**src/include/merge_data_gen_settings.svh**
```systemverilog
// Width, depth and threshold settings shared by the index-sequence generator.
// Included by the packages and by every module that sizes a port from them.
`ifndef MERGE_DATA_GEN_SETTINGS_SVH
`define MERGE_DATA_GEN_SETTINGS_SVH

// One index word, also used for the stride and the counter
`define MDG_INDEX_W 32

// Base pointer and byte offset
`define MDG_ADDR_W 64

// Shift amount applied to the index
`define MDG_SHIFT_W 5

// Request FIFO entries and the fill level where prog_full rises
`define MDG_FIFO_DEPTH 16
`define MDG_PROG_THRESH 8

`endif
```
**src/logic/memory_packet_pkg.sv**
```systemverilog
// Memory request payload sent to the edge-list reader.
// Imported by the packer and the top level, and used as the FIFO payload type.
`default_nettype none

`include "merge_data_gen_settings.svh"

package memory_packet_pkg;

    // Address is base + offset, index is the raw count
    typedef struct packed {
        logic [`MDG_ADDR_W-1:0]  base;
        logic [`MDG_ADDR_W-1:0]  offset;
        logic [`MDG_INDEX_W-1:0] index;
    } memory_request_t;

endpackage

`default_nettype wire

```
**src/logic/merge_config_pkg.sv**
```systemverilog
// Job configuration type written by the host.
// Imported by the config register block and the top level.
`default_nettype none

`include "merge_data_gen_settings.svh"

package merge_config_pkg;

    // --------------------------------------------------
    // One job: index range, stride and addressing
    // --------------------------------------------------
    typedef struct packed {
        // Range is [index_start, index_end)
        logic [`MDG_INDEX_W-1:0] index_start;
        logic [`MDG_INDEX_W-1:0] index_end;
        logic [`MDG_INDEX_W-1:0] stride;

        // Base of the array the indices point into
        logic [`MDG_ADDR_W-1:0]  array_pointer;

        // 1 shifts the index left, 0 shifts it right
        logic                    shift_left;
        logic [`MDG_SHIFT_W-1:0] shift_amount;
    } merge_config_t;

endpackage

`default_nettype wire

```
**src/logic/merge_data_generator.sv**
```systemverilog
// Top level of the index-sequence generator.
// Config regs feed the sequencer, the packer fills the request FIFO.
`timescale 1ns/1ps
`default_nettype none

`include "merge_data_gen_settings.svh"

module merge_data_generator
    import merge_config_pkg::*;
    import memory_packet_pkg::*;
(
    input  logic            ap_clk,
    input  logic            areset_generator,
    input  logic            config_valid,
    input  merge_config_t   job_config,
    input  logic            request_rd_en,
    output logic            request_valid,
    output memory_request_t request,
    output logic            done
);

    // --------------------------------------------------
    // Internal wires
    // --------------------------------------------------
    logic                    start;
    merge_config_t           active_config;
    logic                    busy;
    logic                    push;
    logic [`MDG_INDEX_W-1:0] index;
    logic                    wr_en;
    memory_request_t         din;
    logic                    prog_full;
    logic                    fifo_empty;
    logic                    fifo_rd_en;

    // Pop only when an entry is there
    assign fifo_rd_en = request_rd_en & ~fifo_empty;

    merge_config_regs u_config_regs (
        .ap_clk           (ap_clk),
        .areset_generator (areset_generator),
        .config_valid     (config_valid),
        .job_config       (job_config),
        .busy             (busy),
        .start            (start),
        .active_config    (active_config)
    );

    index_sequencer u_sequencer (
        .ap_clk           (ap_clk),
        .areset_generator (areset_generator),
        .start            (start),
        .index_start      (active_config.index_start),
        .index_end        (active_config.index_end),
        .stride           (active_config.stride),
        .prog_full        (prog_full),
        .push             (push),
        .index            (index),
        .busy             (busy),
        .done             (done)
    );

    request_packer u_packer (
        .ap_clk           (ap_clk),
        .areset_generator (areset_generator),
        .push             (push),
        .index            (index),
        .array_pointer    (active_config.array_pointer),
        .shift_left       (active_config.shift_left),
        .shift_amount     (active_config.shift_amount),
        .wr_en            (wr_en),
        .din              (din)
    );

    request_fifo #(
        .payload_t   (memory_request_t),
        .DEPTH       (`MDG_FIFO_DEPTH),
        .PROG_THRESH (`MDG_PROG_THRESH)
    ) u_request_fifo (
        .ap_clk           (ap_clk),
        .areset_generator (areset_generator),
        .wr_en            (wr_en),
        .din              (din),
        .rd_en            (fifo_rd_en),
        .dout             (request),
        .valid            (request_valid),
        .empty            (fifo_empty),
        .prog_full        (prog_full)
    );

endmodule

`default_nettype wire

```
**src/logic/request_fifo.sv**
```systemverilog
// Synchronous FIFO for any packed payload type, with prog_full and read valid.
// dout and valid follow an accepted read by one cycle.
`timescale 1ns/1ps
`default_nettype none

`include "merge_data_gen_settings.svh"

module request_fifo #(
    parameter type payload_t   = logic [31:0],
    parameter int  DEPTH       = `MDG_FIFO_DEPTH,
    parameter int  PROG_THRESH = `MDG_PROG_THRESH
) (
    input  logic     ap_clk,
    input  logic     areset_generator,
    input  logic     wr_en,
    input  payload_t din,
    input  logic     rd_en,
    output payload_t dout,
    output logic     valid,
    output logic     empty,
    output logic     prog_full
);

    localparam int PTR_W   = (DEPTH > 1) ? $clog2(DEPTH) : 1;
    localparam int COUNT_W = $clog2(DEPTH + 1);

    payload_t           mem [DEPTH];
    logic [PTR_W-1:0]   wr_ptr;
    logic [PTR_W-1:0]   rd_ptr;
    logic [COUNT_W-1:0] occupancy;
    logic               wr_fire;
    logic               rd_fire;

    assign empty     = (occupancy == '0);
    assign prog_full = (occupancy >= COUNT_W'(PROG_THRESH));
    assign wr_fire   = wr_en & (occupancy != COUNT_W'(DEPTH));
    assign rd_fire   = rd_en & ~empty;

    // --------------------------------------------------
    // Pointers, occupancy and read valid
    // --------------------------------------------------
    always_ff @(posedge ap_clk) begin
        if (areset_generator) begin
            wr_ptr    <= '0;
            rd_ptr    <= '0;
            occupancy <= '0;
            valid     <= 1'b0;
        end else begin
            valid <= rd_fire;
            if (wr_fire) begin
                wr_ptr <= (wr_ptr == PTR_W'(DEPTH - 1)) ? '0 : wr_ptr + 1'b1;
            end
            if (rd_fire) begin
                rd_ptr <= (rd_ptr == PTR_W'(DEPTH - 1)) ? '0 : rd_ptr + 1'b1;
            end
            case ({wr_fire, rd_fire})
                2'b10:   occupancy <= occupancy + 1'b1;
                2'b01:   occupancy <= occupancy - 1'b1;
                default: occupancy <= occupancy;
            endcase
        end
    end

    // Storage and output data
    always_ff @(posedge ap_clk) begin
        if (wr_fire) begin
            mem[wr_ptr] <= din;
        end
        if (rd_fire) begin
            dout <= mem[rd_ptr];
        end
    end

endmodule

`default_nettype wire

```
**src/logic/request_packer.sv**
```systemverilog
// Builds an addressed memory request from each pushed index.
// Output is registered, so wr_en follows push by one cycle.
`timescale 1ns/1ps
`default_nettype none

`include "merge_data_gen_settings.svh"

module request_packer
    import memory_packet_pkg::*;
(
    input  logic                    ap_clk,
    input  logic                    areset_generator,
    input  logic                    push,
    input  logic [`MDG_INDEX_W-1:0] index,
    input  logic [`MDG_ADDR_W-1:0]  array_pointer,
    input  logic                    shift_left,
    input  logic [`MDG_SHIFT_W-1:0] shift_amount,
    output logic                    wr_en,
    output memory_request_t         din
);

    memory_request_t             request_next;
    logic [`MDG_ADDR_W-1:0]      index_wide;

    always_comb begin
        index_wide        = {{(`MDG_ADDR_W - `MDG_INDEX_W){1'b0}}, index};
        request_next.base = array_pointer;
        if (shift_left) begin
            request_next.offset = index_wide << shift_amount;
        end else begin
            request_next.offset = index_wide >> shift_amount;
        end
        request_next.index = index;
    end

    always_ff @(posedge ap_clk) begin
        if (areset_generator) begin
            wr_en <= 1'b0;
        end else begin
            wr_en <= push;
        end
    end

    always_ff @(posedge ap_clk) begin
        din <= request_next;
    end

endmodule

`default_nettype wire

```
**src/logic/index_sequencer.sv**
```systemverilog
// FSM and stride counter that produce the index sequence of one job.
// Pauses on FIFO prog_full and raises done after the last request is written.
`timescale 1ns/1ps
`default_nettype none

`include "merge_data_gen_settings.svh"

module index_sequencer (
    input  logic                    ap_clk,
    input  logic                    areset_generator,
    input  logic                    start,
    input  logic [`MDG_INDEX_W-1:0] index_start,
    input  logic [`MDG_INDEX_W-1:0] index_end,
    input  logic [`MDG_INDEX_W-1:0] stride,
    input  logic                    prog_full,
    output logic                    push,
    output logic [`MDG_INDEX_W-1:0] index,
    output logic                    busy,
    output logic                    done
);

    typedef enum logic [2:0] {
        ST_IDLE,
        ST_LOAD,
        ST_RUN,
        ST_PAUSE,
        ST_FINISH
    } seq_state_t;

    seq_state_t state;

    // One extra bit so count + stride cannot wrap below the end index
    logic [`MDG_INDEX_W:0] count;
    logic                  at_end;
    logic                  issue;

    assign at_end = count >= {1'b0, index_end};
    assign issue  = (state == ST_RUN) & ~at_end & ~prog_full;
    assign busy   = (state != ST_IDLE);

    // --------------------------------------------------
    // Control state
    // --------------------------------------------------
    always_ff @(posedge ap_clk) begin
        if (areset_generator) begin
            state <= ST_IDLE;
            push  <= 1'b0;
            done  <= 1'b0;
        end else begin
            push <= issue;
            case (state)
                ST_IDLE: begin
                    if (start) begin
                        done  <= 1'b0;
                        state <= ST_LOAD;
                    end
                end
                ST_LOAD: begin
                    state <= ST_RUN;
                end
                ST_RUN: begin
                    if (at_end) begin
                        state <= ST_FINISH;
                    end else if (prog_full) begin
                        state <= ST_PAUSE;
                    end
                end
                ST_PAUSE: begin
                    if (!prog_full) begin
                        state <= ST_RUN;
                    end
                end
                ST_FINISH: begin
                    // Last packer write lands at the end of this cycle
                    done  <= 1'b1;
                    state <= ST_IDLE;
                end
                default: begin
                    state <= ST_IDLE;
                end
            endcase
        end
    end

    // --------------------------------------------------
    // Stride counter and pushed index
    // --------------------------------------------------
    always_ff @(posedge ap_clk) begin
        if (state == ST_LOAD) begin
            count <= {1'b0, index_start};
        end else if (issue) begin
            index <= count[`MDG_INDEX_W-1:0];
            count <= count + {1'b0, stride};
        end
    end

endmodule

`default_nettype wire

```
**src/logic/merge_config_regs.sv**
```systemverilog
// Holds the configuration of the running job and starts the sequencer.
// A config strobe is taken only while the sequencer is idle.
`timescale 1ns/1ps
`default_nettype none

module merge_config_regs
    import merge_config_pkg::*;
(
    input  logic          ap_clk,
    input  logic          areset_generator,
    input  logic          config_valid,
    input  merge_config_t job_config,
    input  logic          busy,
    output logic          start,
    output merge_config_t active_config
);

    logic accept;

    // Start is high in the cycle before busy rises, so it blocks too
    assign accept = config_valid & ~busy & ~start;

    always_ff @(posedge ap_clk) begin
        if (areset_generator) begin
            start <= 1'b0;
        end else begin
            start <= accept;
        end
    end

    // Job payload, stable until the next accepted strobe
    always_ff @(posedge ap_clk) begin
        if (accept) begin
            active_config <= job_config;
        end
    end

endmodule

`default_nettype wire

```
**config.mk**
```make
export PLATFORM = sky130hd
export DESIGN_NAME = merge_data_generator
export DESIGN_NICKNAME = d
export VERILOG_FILES = /design/src/logic/memory_packet_pkg.sv /design/src/logic/merge_config_pkg.sv /design/src/logic/merge_data_generator.sv /design/src/logic/request_fifo.sv /design/src/logic/request_packer.sv /design/src/logic/index_sequencer.sv /design/src/logic/merge_config_regs.sv
export VERILOG_INCLUDE_DIRS = /design/src /design/src/include
export SDC_FILE = /design/constraint.sdc
export NUM_CORES = 2
export LEC_CHECK = 0
export BUFFER_PORTS_ARGS = -buffer_cell sky130_fd_sc_hd__buf_2
export CORE_MARGIN = 2
export CORE_UTILIZATION = 35
export CTS_CLUSTER_SIZE = 20
export DETAILED_ROUTE_END_ITERATION = 10
export HOLD_SLACK_MARGIN = 0.15
export SLEW_MARGIN = 20
export SYNTH_ARGS = -nofsm -noshare
export SYNTH_HDL_FRONTEND = slang
export SYNTH_HIERARCHICAL = 1
export SYNTH_SLANG_ARGS = --single-unit
export TNS_END_PERCENT = 20
```
**constraint.sdc**
```tcl
create_clock -name ap_clk -period 21.9 [get_ports ap_clk]
set_clock_uncertainty 0.1 [all_clocks]
set_input_delay 4.38 -clock ap_clk [delete_from_list [all_inputs] [get_ports ap_clk]]
set_output_delay 4.38 -clock ap_clk [all_outputs]
set_load 0.01 [all_outputs]
```
==> reports/results.txt <==
Status = complete, no violations
Total grt overflow = 0
WL final = 309000 um
PwrDens = 92.8 nW/um2
Data required, critical path = 22630 ps
Final worst slack = 15510 ps
R2R depth = 6
Post-CTS setup buffers = 0
Global-route usage over all layers = 0.175
Yosys warnings = 6
Share of cells above drive strength 1 = 0.271
Wire length on met3 = 19500 um
I/O Pins = 332
TNS Setup = 0 ps
Post-CTS sizing = 0
Initial Utilization = 0.351
Clk pin slew, worst setup/hold paths = 60 ps
Final Setup Violations = 0
TritonRoute pass-1 iters = 6
Post-synth ARST share = 0
Fin Hold WS = 239 ps
Crit path to = u_request_fifo/occupancy[4]
Routability congestion estimate = 0.847
Max_cap viols = 0
Power consumption = 12.7 mW
Fmax = 156 MHz
Nets = 6296
Post-synthesis sequential area ratio = 0.774
Area of the core = 339000 um2
Wire length of the first global-routing pass = 441000 um
Initial DRC count = 5983
IO Port Bufs = 331
Die Height = 587 um
Horiz. Die Dim = 587 um
Detailed Place HPWL = 166000 um
Max Used Layer = met5
Fill cell count = 29815
Critical path origin = request_rd_en
Largest net degree at the start of global routing = 149
Residual DRC count = 0
Post-route met1 wirelength = 137000 um
Avg Cell Area, Syn = 21.3 um2
Routed via count = 58803
RR Startpoint = u_request_fifo/rd_ptr[1]
Die Area = 345000 um2
Synthesized instance count = 5584
Net Count, Synth = 5829
CTS Sinks = 3131
Most common cell after layout, fill and taps aside = edfxtp_1
Routed wl met2 = 145000 um
Layout Cells excl Fill = 10878
Vias per cell = 5.41
Worst slew margin relative to its limit = 0.140
Flop2flop setup slack = 16620 ps
Clk_lat worst skew = 910 ps
Longest Clk Path Bufs = 4
Worst slack, placed = 14570 ps
Cell Rows = 214
Crit path kind = in -> reg
Synth-to-Final Area Change = 15.0%
Cts-stage hold buffer count = 0
Hold Path Class = reg -> reg
VDD IR max = 72.3 uV
Placed cell count = 10251
WL/cell = 28.4 um
Pleak = 43.3 nW
Initial antenna violation count = 41
Worst Path Arrival = 7120 ps
Final Hold Viols = 0
Synthesis-stage register bit count = 3131
Post-synth cell types = 100
EDFF count, synth = 2950
Period utilization = 0.292
Min Tclk post-route = 6390 ps
Worst Tran Pin Value = 1290 ps
Critical Path Sink Type = register
End of the worst register-to-register path = u_request_fifo/dout[85]
Startpoint type of the worst setup path = primary input
CTS tree = done
Root buf cell = clkbuf_16
Depth of the CTS H-tree = 5
Most frequent cells in the layout = 2950 x edfxtp_1, 702 x mux4_2, 339 x clkbuf_16
CTS buffer count = 333
RSZ-0062 raised after global routing = false
Vias in the first global route = 59999
Antenna Nets Post-Route = 0
Synthesized area = 119000 um2
Top_reg_cell synth = edfxtp_1
Maximum fanout along the worst path = 41
Slew Limit Fails = 0
worst max-delay path, cell delays in order:
cell,delay [ps]
buf_2,150
nor2b_4,180
o21a_4,630
ha_1,430
ha_1,320
a21oi_1,240
a21oi_1,110
or4_1,480
a21oi_1,190
flip-flops by register name (all words and copies together) (netlist names), 3 cells and up:
register	flops
u_packer/din	159
u_request_fifo/occupancy	5
u_config_regs/active_config	166
u_sequencer/state	3
u_request_fifo/dout	160
u_request_fifo/wr_ptr	4
u_request_fifo/mem	2560
u_sequencer/count	33
u_request_fifo/rd_ptr	4
u_sequencer/index	32
through the flow:
stage                     area [um2]  utilization
after floorplan               119000            -
after global placement        126000        0.371
after detailed placement      126000        0.372
after CTS                     137000        0.403
after global routing          137000        0.403
final                         137000        0.404
report_power, final:
part	internal, mW	leakage (nW)	total [mW]	switching [mW]
clock	3.23	5.26	5.55	2.33
sequential	6.66	28.2	6.80	0.137
combinational	0.129	9.82	0.345	0.216
routing by layer:
metal  vias up  global-route usage
li1      24313                   -
met1     31901               0.255
met2      2131               0.276
met3       442              0.0278
met4        16              0.0398
met5         -                   0
cells in the mapped netlist (all sizes together), types with 9 or more instances:
library cell / n / area (um2)
a211oi: 17 / 150
mux2: 36 / 409
mux4: 702 / 15800
buf: 178 / 1060
xnor2: 13 / 114
nand2b: 12 / 75.1
dfxtp: 181 / 3620
nor2b: 14 / 95.1
clkbuf: 132 / 497
edfxtp: 2950 / 88600
xor2: 16 / 140
a22oi: 334 / 2510
o211ai: 16 / 135
and3: 10 / 62.6
a31oi: 9 / 56.3
mux2i: 70 / 713
a21o: 28 / 211
nand4: 9 / 62.6
inv: 53 / 199
ha: 73 / 913
nor3: 23 / 126
or3: 10 / 63.8
o21ai: 61 / 309
a21oi: 81 / 413
nor2: 128 / 480
o22ai: 18 / 113
nand2: 271 / 1020
nand3: 29 / 150
logic make-up after synthesis:
kind of cell	Yosys count	share of synthesized area
flops	3131	0.774
mux	808	0.142
compound gates	640	0.0387
simple gates	535	0.0198
buf+inv	365	0.0148
fa+ha+maj	75	0.00801
xor+xnor	29	0.00213
other cells	1	0.0000315
cell type report:
class / count / area (um2) / area share
sequential: 3131 / 92200 / 0.674
multi-input combinational: 2088 / 25300 / 0.185
clock buffer: 443 / 9070 / 0.0663
tap: 4536 / 5680 / 0.0415
timing repair buffer: 442 / 2730 / 0.0199
clock inverter: 175 / 1720 / 0.0125
inverter: 55 / 206 / 0.00151
antenna: 8 / 20.0 / 0.000146
how the worst min path moves through the flow:
stage | start | end | cells after the start
floorplan | u_config_regs/active_config[10] | u_packer/din[100] | 0
global placement | u_config_regs/active_config[32] | u_packer/din[122] | 0
detailed placement | u_config_regs/active_config[28] | u_packer/din[118] | 0
CTS | u_config_regs/active_config[28] | u_packer/din[118] | 0
global route | u_config_regs/active_config[26] | u_packer/din[116] | 0
finish | u_config_regs/active_config[47] | u_packer/din[137] | 0
Power figures use the tool's default switching activity.
